**src/firbank_coeffs.hex**
```
// Q1.23 coefficient per line, entry = phase * FIRDEPTH + tap
400000
300000
100000
F80000
3C0000
2C0000
0E0000
FA0000
380000
280000
0C0000
FC0000
340000
240000
0A0000
FE0000
300000
200000
080000
000000

```
**src/firbank_pkg.sv**
```systemverilog
package firbank_pkg;

    localparam int COEFF_W   = 24;
    localparam int FRAC_BITS = 23;   // Q1.23

    // Signed filter coefficient
    typedef logic signed [COEFF_W-1:0] coeff_t;

    // Phase-major table, one coefficient per line
    localparam string COEFF_FILE = "/design/src/firbank_coeffs.hex";

endpackage

```
**src/audio_sample_pkg.sv**
```systemverilog
package audio_sample_pkg;
    import firbank_pkg::*;

    localparam int SAMPLE_W = 24;
    localparam int ACC_W    = 52;

    typedef logic signed [SAMPLE_W-1:0] sample_t;
    typedef logic signed [ACC_W-1:0]    acc_t;

    localparam acc_t SAT_HI = acc_t'((64'sd1 <<< (SAMPLE_W - 1)) - 1);
    localparam acc_t SAT_LO = -SAT_HI - 1;

    // Drop the coefficient fraction, then clip to the sample range
    function automatic sample_t saturate_sample(input acc_t acc);
        acc_t scaled;
        scaled = acc >>> FRAC_BITS;   // Floor
        if (scaled > SAT_HI) begin
            return sample_t'(SAT_HI);
        end else if (scaled < SAT_LO) begin
            return sample_t'(SAT_LO);
        end
        return sample_t'(scaled);
    endfunction

endpackage

```
**src/firbank_rom.sv**
```systemverilog
module firbank_rom
    import firbank_pkg::*;
#(
    parameter int  FIRDEPTH = 4,
    parameter int  NUM_FIR  = 5,
    localparam int ENTRIES  = NUM_FIR * FIRDEPTH,
    localparam int ADDR_W   = $clog2(ENTRIES)
) (
    input  logic              clk,
    input  logic [ADDR_W-1:0] addr_i,
    output coeff_t            data_o
);

    coeff_t rom [ENTRIES];

    // Table is fixed at elaboration
    initial begin
        $readmemh(COEFF_FILE, rom);
    end

    always_ff @(posedge clk) begin
        data_o <= rom[addr_i];   // One cycle read
    end

endmodule

```
**src/ringbuf_array.sv**
```systemverilog
module ringbuf_array
    import audio_sample_pkg::*;
#(
    parameter int  NUM_CH   = 2,
    parameter int  RB_DEPTH = 16,
    parameter int  FIRDEPTH = 4,
    localparam int OFF_W    = $clog2(2 * FIRDEPTH)
) (
    input  logic                       clk,
    input  logic                       rst,
    input  logic [NUM_CH-1:0]          push_i,
    input  logic [NUM_CH*SAMPLE_W-1:0] push_data_i,
    input  logic [NUM_CH-1:0]          pop_i,
    input  logic [NUM_CH*OFF_W-1:0]    offset_i,
    output logic [NUM_CH*SAMPLE_W-1:0] data_o,
    output logic [NUM_CH-1:0]          avail_o,
    output logic [NUM_CH-1:0]          full_o
);

    localparam int PTR_W = $clog2(RB_DEPTH);

    for (genvar ch = 0; ch < NUM_CH; ch++) begin : g_ch
        sample_t          mem [RB_DEPTH];
        sample_t          rd_q;
        logic [PTR_W-1:0] wr_ptr_q;
        logic [PTR_W-1:0] rd_ptr_q;   // Oldest sample
        logic [PTR_W-1:0] rd_addr;
        logic [PTR_W:0]   count_q;
        logic             do_push;

        assign do_push = push_i[ch] && !full_o[ch];   // Drop when full
        assign rd_addr = rd_ptr_q + PTR_W'(offset_i[ch*OFF_W +: OFF_W]);

        assign full_o[ch]  = count_q == (PTR_W+1)'(RB_DEPTH);
        assign avail_o[ch] = count_q >= (PTR_W+1)'(2 * FIRDEPTH);
        assign data_o[ch*SAMPLE_W +: SAMPLE_W] = rd_q;

        always_ff @(posedge clk) begin
            if (rst) begin
                wr_ptr_q <= '0;
                rd_ptr_q <= '0;
                count_q  <= '0;
            end else begin
                if (do_push) begin
                    wr_ptr_q <= wr_ptr_q + 1'b1;
                end
                if (pop_i[ch]) begin
                    rd_ptr_q <= rd_ptr_q + 1'b1;
                end
                // Simultaneous push and pop leave the level unchanged
                if (do_push && !pop_i[ch]) begin
                    count_q <= count_q + 1'b1;
                end else if (!do_push && pop_i[ch]) begin
                    count_q <= count_q - 1'b1;
                end
            end
        end

        always_ff @(posedge clk) begin
            if (do_push) begin
                mem[wr_ptr_q] <= push_data_i[ch*SAMPLE_W +: SAMPLE_W];
            end
            rd_q <= mem[rd_addr];   // Valid one cycle after the offset
        end
    end

endmodule

```
**src/mac_accum.sv**
```systemverilog
module mac_accum
    import audio_sample_pkg::*;
    import firbank_pkg::*;
#(
    parameter int MULT_LATENCY = 4
) (
    input  logic    clk,
    input  logic    rst,
    input  logic    clear_i,
    input  logic    valid_i,
    input  coeff_t  coeff_i,
    input  sample_t sample_i,
    output acc_t    acc_o
);

    localparam int PROD_W = COEFF_W + SAMPLE_W;

    logic signed [PROD_W-1:0] prod_q [MULT_LATENCY];
    logic [MULT_LATENCY-1:0]  valid_q;

    // Product pipeline, retimed by synthesis into the multiplier
    always_ff @(posedge clk) begin
        prod_q[0] <= coeff_i * sample_i;
        for (int i = 1; i < MULT_LATENCY; i++) begin
            prod_q[i] <= prod_q[i-1];
        end
    end

    always_ff @(posedge clk) begin
        if (rst) begin
            valid_q <= '0;
        end else begin
            valid_q[0] <= valid_i;
            for (int i = 1; i < MULT_LATENCY; i++) begin
                valid_q[i] <= valid_q[i-1];
            end
        end
    end

    always_ff @(posedge clk) begin
        if (rst || clear_i) begin
            acc_o <= '0;
        end else if (valid_q[MULT_LATENCY-1]) begin
            acc_o <= acc_o + acc_t'(prod_q[MULT_LATENCY-1]);
        end
    end

endmodule

```
**src/resampler_core.sv**
```systemverilog
module resampler_core
    import audio_sample_pkg::*;
    import firbank_pkg::*;
#(
    parameter int  NUM_CH       = 2,
    parameter int  FIRDEPTH     = 4,
    parameter int  NUM_FIR      = 5,
    parameter int  DECIM        = 3,
    parameter int  MULT_LATENCY = 4,
    parameter int  TIMESLICE    = 24,
    localparam int ADDR_W       = $clog2(NUM_FIR * FIRDEPTH),
    localparam int OFF_W        = $clog2(2 * FIRDEPTH)
) (
    input  logic                       clk,
    input  logic                       rst,
    output logic [ADDR_W-1:0]          bank_addr_o,
    input  coeff_t                     bank_data_i,
    output logic [NUM_CH*OFF_W-1:0]    offset_o,
    input  logic [NUM_CH*SAMPLE_W-1:0] data_i,
    input  logic [NUM_CH-1:0]          avail_i,
    output logic [NUM_CH-1:0]          pop_o,
    input  logic [NUM_CH-1:0]          req_i,
    output logic [NUM_CH*SAMPLE_W-1:0] data_o,
    output logic [NUM_CH-1:0]          ack_o
);

    localparam int CH_W      = (NUM_CH > 1) ? $clog2(NUM_CH) : 1;
    localparam int SL_W      = $clog2(TIMESLICE);
    localparam int PH_W      = $clog2(NUM_FIR);
    localparam int TAP_W     = $clog2(FIRDEPTH);
    localparam int WING_LAST = FIRDEPTH + MULT_LATENCY;   // Issue plus drain, minus one
    localparam int STEP_W    = $clog2(WING_LAST + 1);

    typedef enum logic [2:0] {
        ST_IDLE, ST_BEGIN, ST_RWING, ST_PREP_L, ST_LWING, ST_END
    } state_t;

    state_t            state_q;
    logic [SL_W-1:0]   slice_q;
    logic [CH_W-1:0]   slot_ch_q;
    logic [NUM_CH-1:0] req_latch_q;
    logic [NUM_CH-1:0] ch_sel;
    logic              start;
    logic [PH_W-1:0]   phase_mem [NUM_CH];
    logic [PH_W-1:0]   phase_q;
    logic [PH_W-1:0]   lphase_q;
    logic [PH_W-1:0]   wing_phase;
    logic [PH_W-1:0]   phase_next;
    logic [PH_W:0]     phase_sum;
    logic              wrap;
    logic [TAP_W-1:0]  tap_q;
    logic [STEP_W-1:0] step_q;
    logic              in_wing;
    logic              issue;
    logic              wing_done;
    logic [OFF_W-1:0]  offset;
    logic              mac_clear;
    logic              mac_valid;
    sample_t           mac_sample;
    acc_t              mac_acc;

    assign ch_sel = NUM_CH'(1) << slot_ch_q;
    assign start  = (state_q == ST_IDLE) && (slice_q == '0) &&
                    req_latch_q[slot_ch_q] && avail_i[slot_ch_q];

    // Fixed time slices, channel 0 first
    always_ff @(posedge clk) begin
        if (rst) begin
            slice_q   <= '0;
            slot_ch_q <= '0;
        end else if (slice_q == SL_W'(TIMESLICE - 1)) begin
            slice_q   <= '0;
            slot_ch_q <= (slot_ch_q == CH_W'(NUM_CH - 1)) ? '0 : slot_ch_q + 1'b1;
        end else begin
            slice_q <= slice_q + 1'b1;
        end
    end

    // A request arriving while its channel is served stays pending
    always_ff @(posedge clk) begin
        if (rst) begin
            req_latch_q <= '0;
        end else begin
            req_latch_q <= (req_latch_q & ~(start ? ch_sel : '0)) | req_i;
        end
    end

    assign in_wing   = (state_q == ST_RWING) || (state_q == ST_LWING);
    assign issue     = in_wing && (step_q < STEP_W'(FIRDEPTH));
    assign wing_done = step_q == STEP_W'(WING_LAST);

    always_ff @(posedge clk) begin
        if (rst) begin
            state_q <= ST_IDLE;
        end else begin
            case (state_q)
                ST_IDLE:   state_q <= start ? ST_BEGIN : ST_IDLE;
                ST_BEGIN:  state_q <= ST_RWING;
                ST_RWING:  state_q <= wing_done ? ST_PREP_L : ST_RWING;
                ST_PREP_L: state_q <= ST_LWING;
                ST_LWING:  state_q <= wing_done ? ST_END : ST_LWING;
                default:   state_q <= ST_IDLE;
            endcase
        end
    end

    // Right wing walks taps down, left wing walks them up
    always_ff @(posedge clk) begin
        if (rst) begin
            step_q <= '0;
            tap_q  <= '0;
        end else if (state_q == ST_BEGIN || state_q == ST_PREP_L) begin
            step_q <= '0;
            tap_q  <= (state_q == ST_BEGIN) ? TAP_W'(FIRDEPTH - 1) : '0;
        end else if (in_wing) begin
            step_q <= step_q + 1'b1;
            if (issue) begin
                tap_q <= (state_q == ST_RWING) ? tap_q - 1'b1 : tap_q + 1'b1;
            end
        end
    end

    assign phase_sum  = {1'b0, phase_q} + (PH_W+1)'(DECIM);
    assign wrap       = phase_sum >= (PH_W+1)'(NUM_FIR);
    assign phase_next = wrap ? PH_W'(phase_sum - (PH_W+1)'(NUM_FIR)) : PH_W'(phase_sum);

    always_ff @(posedge clk) begin
        if (rst) begin
            for (int c = 0; c < NUM_CH; c++) begin
                phase_mem[c] <= '0;
            end
        end else if (state_q == ST_END) begin
            phase_mem[slot_ch_q] <= phase_next;
        end
    end

    always_ff @(posedge clk) begin
        if (state_q == ST_BEGIN) begin
            phase_q <= phase_mem[slot_ch_q];
        end
        if (state_q == ST_PREP_L) begin
            lphase_q <= PH_W'(NUM_FIR - 1) - phase_q;   // Mirrored branch
        end
    end

    assign wing_phase  = (state_q == ST_LWING) ? lphase_q : phase_q;
    assign bank_addr_o = ADDR_W'(wing_phase) * ADDR_W'(FIRDEPTH) + ADDR_W'(tap_q);
    assign offset      = (state_q == ST_LWING) ? OFF_W'(FIRDEPTH - 1) - OFF_W'(tap_q)
                                               : OFF_W'(FIRDEPTH) + OFF_W'(tap_q);
    assign offset_o    = {NUM_CH{offset}};   // Only the slot owner's lane is used

    // ROM and buffer data arrive one cycle after the address
    always_ff @(posedge clk) begin
        if (rst) begin
            mac_valid <= 1'b0;
        end else begin
            mac_valid <= issue;
        end
    end

    assign mac_clear  = state_q == ST_BEGIN;
    assign mac_sample = data_i[slot_ch_q*SAMPLE_W +: SAMPLE_W];

    mac_accum #(
        .MULT_LATENCY(MULT_LATENCY)
    ) u_mac (
        .clk      (clk),
        .rst      (rst),
        .clear_i  (mac_clear),
        .valid_i  (mac_valid),
        .coeff_i  (bank_data_i),
        .sample_i (mac_sample),
        .acc_o    (mac_acc)
    );

    always_ff @(posedge clk) begin
        if (rst) begin
            data_o <= '0;
            ack_o  <= '0;
        end else begin
            ack_o <= (state_q == ST_END) ? ch_sel : '0;
            if (state_q == ST_END) begin
                data_o[slot_ch_q*SAMPLE_W +: SAMPLE_W] <= saturate_sample(mac_acc);
            end
        end
    end

    assign pop_o = (state_q == ST_END && wrap) ? ch_sel : '0;   // Oldest sample retires on wrap

endmodule

```
**src/resampler_top.sv**
```systemverilog
module resampler_top
    import audio_sample_pkg::*;
    import firbank_pkg::*;
#(
    parameter int  NUM_CH       = 2,
    parameter int  FIRDEPTH     = 4,
    parameter int  NUM_FIR      = 5,
    parameter int  DECIM        = 3,
    parameter int  MULT_LATENCY = 4,
    parameter int  TIMESLICE    = 24,
    parameter int  RB_DEPTH     = 16,
    localparam int ADDR_W       = $clog2(NUM_FIR * FIRDEPTH),
    localparam int OFF_W        = $clog2(2 * FIRDEPTH)
) (
    input  logic                       clk,
    input  logic                       rst,
    input  logic [NUM_CH-1:0]          push_i,
    input  logic [NUM_CH*SAMPLE_W-1:0] push_data_i,
    input  logic [NUM_CH-1:0]          req_i,
    output logic [NUM_CH-1:0]          full_o,
    output logic [NUM_CH*SAMPLE_W-1:0] data_o,
    output logic [NUM_CH-1:0]          ack_o
);

    logic [ADDR_W-1:0]          bank_addr;
    coeff_t                     bank_data;
    logic [NUM_CH*OFF_W-1:0]    rb_offset;
    logic [NUM_CH*SAMPLE_W-1:0] rb_data;
    logic [NUM_CH-1:0]          rb_avail;
    logic [NUM_CH-1:0]          rb_pop;

    resampler_core #(
        .NUM_CH       (NUM_CH),
        .FIRDEPTH     (FIRDEPTH),
        .NUM_FIR      (NUM_FIR),
        .DECIM        (DECIM),
        .MULT_LATENCY (MULT_LATENCY),
        .TIMESLICE    (TIMESLICE)
    ) u_core (
        .clk         (clk),
        .rst         (rst),
        .bank_addr_o (bank_addr),
        .bank_data_i (bank_data),
        .offset_o    (rb_offset),
        .data_i      (rb_data),
        .avail_i     (rb_avail),
        .pop_o       (rb_pop),
        .req_i       (req_i),
        .data_o      (data_o),
        .ack_o       (ack_o)
    );

    firbank_rom #(
        .FIRDEPTH (FIRDEPTH),
        .NUM_FIR  (NUM_FIR)
    ) u_rom (
        .clk    (clk),
        .addr_i (bank_addr),
        .data_o (bank_data)
    );

    ringbuf_array #(
        .NUM_CH   (NUM_CH),
        .RB_DEPTH (RB_DEPTH),
        .FIRDEPTH (FIRDEPTH)
    ) u_ringbuf (
        .clk         (clk),
        .rst         (rst),
        .push_i      (push_i),
        .push_data_i (push_data_i),
        .pop_i       (rb_pop),
        .offset_i    (rb_offset),
        .data_o      (rb_data),
        .avail_o     (rb_avail),
        .full_o      (full_o)
    );

endmodule

```
**config.mk**
```make
export PLATFORM = sky130hd
export DESIGN_NAME = resampler_top
export DESIGN_NICKNAME = d
export VERILOG_FILES = /design/src/firbank_pkg.sv /design/src/audio_sample_pkg.sv /design/src/firbank_rom.sv /design/src/ringbuf_array.sv /design/src/mac_accum.sv /design/src/resampler_core.sv /design/src/resampler_top.sv
export SDC_FILE = /design/constraint.sdc
export NUM_CORES = 1
export LEC_CHECK = 0
export ABC_AREA = 1
export BUFFER_PORTS_ARGS = -buffer_cell sky130_fd_sc_hd__clkbuf_2
export CORE_MARGIN = 2
export CORE_UTILIZATION = 30
export DETAILED_ROUTE_END_ITERATION = 6
export GPL_TIMING_DRIVEN = 0
export HOLD_SLACK_MARGIN = 0.05
export PLACE_DENSITY = 0.58
export SETUP_SLACK_MARGIN = 0.02
export SLEW_MARGIN = 20
export SYNTH_ARGS = -nofsm -noshare
export SYNTH_HDL_FRONTEND = slang
export SYNTH_SLANG_ARGS = --single-unit
```
**constraint.sdc**
```tcl
create_clock -name clk -period 3.1 [get_ports clk]
set_input_delay 0.465 -clock clk [delete_from_list [all_inputs] [get_ports clk]]
set_output_delay 0.465 -clock clk [all_outputs]
set_load 0.01 [all_outputs]
```
### Yosys cells after proc, flatten, opt, wreduce, memory -nomap -nowiden

Memories as Yosys holds them, arrays and structs flattened. A register that Yosys moved wholly into a read port is not among the register bits.
Cells that the tools add are included.

* magnitude comparators: 7
* bitwise operators: 4
* $add $sub $neg: 21
* shift operators: 4
* multiplexer cells: 44
* equal/unequal tests: 9
* multiply operators: 2
* reduce and logical (&&, ||, !) cells: 31
* divide/modulo/power cells: 0

Operator list (count)
* $mux 24: 5
* $add 52x48->52: 1
* $bwmux 48: 1
* $mul 24x24->48: 1
* $shift 24x34->48 const A: 1
* $shiftx 24x34->48: 1
* $shiftx 48x7->24: 1
* $neg 6->34: 1
* $gt 29x24->1 const B: 1
* $lt 29x24->1 const B: 1
* $mux 1: 23
* $add 4x1->4 const B: 5
* $mux 5: 4
* $add 5x1->5 const B: 3
* $eq 5x5->1 const B: 3
* $pmux 3 s5: 1
* $mux 2: 7
* $logic_and 1x1->1: 11
* $ge 5x4->1 const B: 2
* $sub 5x1->5 const B: 2
* $mux 3: 3
* $add 4x3->4: 2
* $reduce_bool 2->1: 4
* $eq 3x2->1 const B: 2
* 26 further kinds: 36

* RAM bits: 966
* bits in read-only memories: 0
* memories: 4
* output and inout port bits: 52
* logic and storage cells: 144
* latch bits: 0
* register bits: 174
* input port bits: 54

Memory list
* u_ringbuf.g_ch[0].mem: depth 16, width 24, rd ports 1, clocked after memory_dff 1, wr ports 1, RTL line ringbuf_array.sv:23 `sample_t mem [RB_DEPTH];`
* u_ringbuf.g_ch[1].mem: depth 16, width 24, rd ports 1, clocked after memory_dff 1, wr ports 1, RTL line ringbuf_array.sv:23
* u_core.u_mac.prod_q: depth 4, width 48, rd ports 4, clocked after memory_dff 0, wr ports 4, RTL line mac_accum.sv:18 `logic signed [PROD_W-1:0] prod_q [MULT_LATENCY];`
* u_core.phase_mem: depth 2, width 3, rd ports 1, clocked after memory_dff 1, wr ports 2, RTL line resampler_core.sv:44 `logic [PH_W-1:0] phase_mem [NUM_CH];`

### Longest topological paths before layout

* depth in word-level cells: 10
* gate-level depth with buffers: 18
* mapped depth without buffers: 18

### Modules after synthesis

A second synthesis with hierarchy kept.

* cell total of the unflattened synthesis: 8510
* area total of the unflattened synthesis: 73075.1 µm²

Modules (own cells, without submodules)
* ringbuf_array: seq. area each 24543.5 µm², times used 1, cells each 3811, area an instance 36790.3 µm²
* mac_accum: seq. area each 4964.8 µm², times used 1, cells each 4147, area an instance 32356.0 µm²
* resampler_core: seq. area each 1721.7 µm², times used 1, cells each 527, area an instance 3744.8 µm²
* firbank_rom: seq. area each 0.0 µm², times used 1, cells each 25, area an instance 183.9 µm²

### Least setup slack after synthesis

Ideal clock, no wire load.

* path type: reg-to-reg
* from: reg u_core.phase_q[0] (read register of u_core.phase_mem)
* to: reg u_ringbuf.g_ch[0].count_q[4]
* path buffers: 0
* data required time: 3.029 ns
* period minus slack after synthesis: 2.344 ns
* slack: 0.756 ns
* setup time: 0.071 ns
* stages on the path, launching flop included: 15
* arrival: 2.273 ns
* cell sequence: edfxtp_1 inv_1 ha_1 xnor2_1 nand2_1 a21boi_2 nand2_1 ha_1 fa_1 nand3b_1 nand2_1 nand2_1 nand2_1 nand2_1 a21oi_1

* word-level cells in the longest chain between the ends: 7
* elaborated cells between the ends (all ways): 9
* classes of those cells: 1 x add/sub; 1 x order compare; 2 x mux; 5 x reduce/logical

Ends and longest elaborated chain
* start, declared: RTL line resampler_core.sv:45 `logic [PH_W-1:0] phase_q;`
* $add 3x2->4 *: RTL line resampler_core.sv:123 `assign phase_sum = {1'b0, phase_q} + (PH_W+1)'(DECIM);`
* $ge 4x3->1 *: RTL line resampler_core.sv:124 `assign wrap = phase_sum >= (PH_W+1)'(NUM_FIR);`
* $logic_and 1x1->1 *: RTL line resampler_core.sv:188 `assign pop_o = (state_q == ST_END && wrap) ? ch_sel : '0;`
* $mux 2 *: RTL line resampler_core.sv:188
* $logic_not 1->1: RTL line ringbuf_array.sv:51 `if (do_push && !pop_i[ch]) begin`
* $logic_and 1x1->1: RTL line ringbuf_array.sv:51
* $mux 5 or $reduce_bool 2->1 (tied branches)
* end signal, assigned: RTL line ringbuf_array.sv:52 `count_q <= count_q + 1'b1;`
* end signal, assigned: RTL line ringbuf_array.sv:54 `count_q <= count_q - 1'b1;`
* end, declared: RTL line ringbuf_array.sv:28 `logic [PTR_W:0] count_q;`

Every way passes the cells marked *; elsewhere a longest branch is shown, timed or not.
A chain may end at the register's enable or synchronous reset.

### Final worst setup path

* from: reg u_core.phase_q[0] (read register of u_core.phase_mem)
* to: reg u_ringbuf.g_ch[1].count_q[4]

* word-level cells in the longest chain between the ends: 7
* elaborated cells between the ends (all ways): 9
* classes of those cells: 1 x add/sub; 1 x order compare; 2 x mux; 5 x reduce/logical

Ends and longest elaborated chain (RTL line)
* $add 3x2->4 *: resampler_core.sv:123
* $ge 4x3->1 *: resampler_core.sv:124
* $logic_and 1x1->1 *: resampler_core.sv:188
* $mux 2 *: resampler_core.sv:188
* $logic_not 1->1: ringbuf_array.sv:51
* $logic_and 1x1->1: ringbuf_array.sv:51
* $mux 5 or $reduce_bool 2->1 (tied branches)
* end signal, assigned: ringbuf_array.sv:52
* end signal, assigned: ringbuf_array.sv:54
* end, declared: ringbuf_array.sv:28

Marked as above.

==> metrics.md <==
| Metric | Value |
|---|---|
| Outcome | `completed` |
| NetSw | `0.353 mW` |
| Switching fraction of total power | `0.295` |
| Die Span X | `93.4 µm` |
| Top cell by count, worst path | `nand2_1` |
| Count of pins over their slew limit | `0` |
| Port Buf Inserts | `9` |
| Setup Fix Bufs, Post-CTS | `0` |
| CTS tree | `built` |
| H-tree depth | `2` |
| Fillers | `821` |
| Relative slew slack | `0.660` |
| CP max stage delay | `0.46 ns` |
| Clk sinks | `36` |
| Slew @ Worst Pin | `0.510 ns` |
| Post-cts resize count | `0` |
| Post-DP Area | `2750 µm²` |
| Initial drt markers | `94` |
| First-pass DRT Iterations | `4` |
| Tot GR Track Use | `0.0958` |
| Fmax | `0.368 GHz` |
| Pre-CTS WS | `0.393 ns` |
| Synth warnings | `0` |
| R2R cell count | `14` |
| Dpl cells | `472` |
| Crit. Startpoint | `u_core.phase_q[0]` |
| Reg clk slew, reported paths | `0.07 ns` |
| Dpl hpwl | `3250 µm` |
| Worst skew pair latency | `0.29 ns` |
| Setup crit end | `u_ringbuf.g_ch[1].count_q[4]` |
| Sequential Power Share | `0.447` |
| Hold Crit Class | `in -> reg` |
| Crit path capture type | `flop` |
| Cell Count, Final, Fillers Out | `480` |
| Hold buffers post-CTS | `0` |
| RSZ-0062 raised after global routing | `false` |
| Yosys reg bits | `36` |
| Number of vias per cell | `3.83` |
| Critical path class | `reg -> reg` |
| Required @ worst endpoint | `3.31 ns` |
| Post-route design area | `2850 µm²` |
| Flop2flop setup slack | `0.38 ns` |
| Critical R2R Launch | `u_core.phase_q[0]` |
| Critical path cell sequence | `inv_1, ha_1, xnor2_1, nand2_1, a21boi_2, nand2_1, ha_1, fa_1, nand3b_1, nand2_1, nand2_1, nand2_1, nand2_1, a21oi_1` |
| Part of the cycle the worst path needs | `0.876` |
| Post-Syn Area | `2400 µm²` |
| Vias in the first global route | `1605` |
| Total I/O pin count | `106` |
| Share of layout cells above drive strength 1 | `0.198` |
| First-pass GRT wire length | `6710 µm` |
| Nets | `449` |
| Maxcap violations | `0` |
| Largest net degree at the start of global routing | `12` |
| Die area | `8720 µm²` |
| Worst-case clock buffer depth | `2` |
| Startpoint type of the worst setup path | `flop` |
| Detailed-route DRC error count | `0` |
| Area Overhead vs Synth | `18.9%` |
| Initial antenna violation count | `0` |
| Hold WS | `0.396 ns` |
| RR Endpoint | `u_ringbuf.g_ch[1].count_q[4]` |
| CTS Buf Count | `5` |
| Core area | `7730 µm²` |
| Final hold vios | `0` |
| WL/cell | `8.29 µm` |
| WP data arrival | `2.93 ns` |
| Mapped Avg Cell Area | `7.63 µm²` |
| Minimum clock period | `2.72 ns` |
| Unique masters post-synth | `28` |
| Peak VDD IR | `0.324 mV` |
| Sequential area share after synthesis | `0.338` |
| Clock Power Share | `0.310` |
| Total wire length | `3980 µm` |
| Setup ws final | `0.383 ns` |
| Via Count | `1836` |
| Routability Congestion | `0.812` |
| Internal | `0.846 mW` |
| CTS Root Cell | `clkbuf_8` |
| DRT antenna net count | `0` |
| Cells after Synth | `314` |
| Final setup fails | `0` |
| Lkg Pwr | `1.49 nW` |
| GR Overflow Total | `0` |
| Largest fanout on the critical path | `4` |
| PD cells | `421 nW/µm²` |
| Setup TNS | `0 ns` |
| # rows | `32` |
| Die height | `93.4 µm` |
| Skew final | `0.00762 ns` |
| Inserted Diodes | `0` |
| Initial Utilization | `0.310` |
| Logic pwr share | `0.243` |
| Worst path slowest cell | `fa_1` |
## layer usage
| layer | share of wire | vias up | track usage | routed length, µm |
|---|---|---|---|---|
| met5 | 0 | - | 0 | 0 |
| met4 | 0.015 | 0 | 0.0368 | 58 |
| met3 | 0.049 | 6 | 0.0242 | 194 |
| met2 | 0.47 | 38 | 0.167 | 1850 |
| met1 | 0.47 | 767 | 0.112 | 1870 |
| li1 | - | 1025 | - | - |
## worst min path at each step
stage                            end  depth (start not counted)  slack, ns         startpoint
6_report       u_core.req_latch_q[1]                          3       0.40           req_i[1]
5_1_grt        u_core.req_latch_q[1]                          3       0.40           req_i[1]
4_1_cts        u_core.req_latch_q[1]                          3       0.39           req_i[1]
3_5_place_dp       u_core.slice_q[0]                          1       0.45  u_core.slice_q[0]
3_3_place_gp       u_core.slice_q[0]                          1       0.45  u_core.slice_q[0]
2_1_floorplan      u_core.slice_q[0]                          1       0.43  u_core.slice_q[0]
## kinds of logic after synthesis
| family | after synthesis | share of synthesized area |
|---|---|---|
| AND/OR/NAND/NOR | 117 | 0.213 |
| buffers and inverters | 94 | 0.223 |
| AO/OA/AOI/OAI | 38 | 0.0872 |
| flip-flops | 36 | 0.338 |
| adder cells (fa/ha/maj) | 18 | 0.100 |
| XOR/XNOR | 10 | 0.0366 |
| other | 1 | 0.00157 |
## Yosys cell counts, drive strengths merged
master	n	area share
a211oi	1	0.0052
conb	1	0.0016
inv	43	0.067
nand4	4	0.010
a21o	2	0.0063
nor3	5	0.013
clkbuf	1	0.0016
o21ai	9	0.019
fa	2	0.017
xor2	4	0.015
dfxtp	27	0.23
ha	16	0.084
xnor2	6	0.022
edfxtp	9	0.11
nand3	15	0.031
nand2	63	0.10
nand3b	4	0.013
buf	50	0.15
a21boi	1	0.0047
or2	2	0.0052
a21oi	25	0.052
nor2	24	0.040
## power groups by stage
stage          logic [mW]  registers [mW]  clock network [mW]
2_1_floorplan       0.248           0.540                   0
3_3_place_gp        0.282           0.546                   0
3_5_place_dp        0.289           0.547                   0
4_1_cts             0.290           0.536               0.381
5_1_grt             0.332           0.540               0.405
6_report            0.291           0.536               0.372
## registers in the layout (all words and copies together), names as in the netlist
register	flops
u_core.ack_o	2
u_core.phase_q	3
u_core.phase_mem	6
u_core.step_q	4
u_core.req_latch_q	2
u_core.slice_q	5
u_core.state_q	3
u_core.slot_ch_q	1
u_ringbuf.g_ch.count_q	10
## per-stage QoR
step                total power, mW  utilization
finish                         1.20        0.369
global route                   1.28        0.369
CTS                            1.21        0.369
detailed placement            0.836        0.355
global placement              0.828        0.355
floorplan                     0.788            -
## placed cells by master, fill, tap and decap left out, drive strengths merged, types with 2 or more instances in the layout
master	count
a21o	2
a21oi	25
buf	50
clkbuf	17
conb	48
dfxtp	27
edfxtp	9
fa	2
ha	16
inv	43
nand2	63
nand3	15
nand3b	4
nand4	4
nor2	24
nor3	5
o21ai	9
or2	2
xnor2	6
xor2	4
## area by class of cell
cell class | count | area [µm²] | share of cell area
clock inverter | 1 | 5.00 | 0.00176
inverter | 43 | 161 | 0.0567
buffer | 51 | 374 | 0.131
tap | 102 | 128 | 0.0448
multi-input combinational | 231 | 1230 | 0.431
sequential | 36 | 811 | 0.285
clock buffer | 7 | 97.6 | 0.0343
timing repair buffer | 9 | 45.0 | 0.0158
## critical path, delay by kind of cell (launching register included)
| family | cells | cell delay (ns) |
|---|---|---|
| buffers and inverters | 1 | 0.12 |
| adder cells (fa/ha/maj) | 3 | 0.95 |
| XOR/XNOR | 1 | 0.20 |
| AO/OA/AOI/OAI | 2 | 0.30 |
| flip-flops | 1 | 0.43 |
| AND/OR/NAND/NOR | 7 | 0.66 |
(Power assumes the default switching activity.)
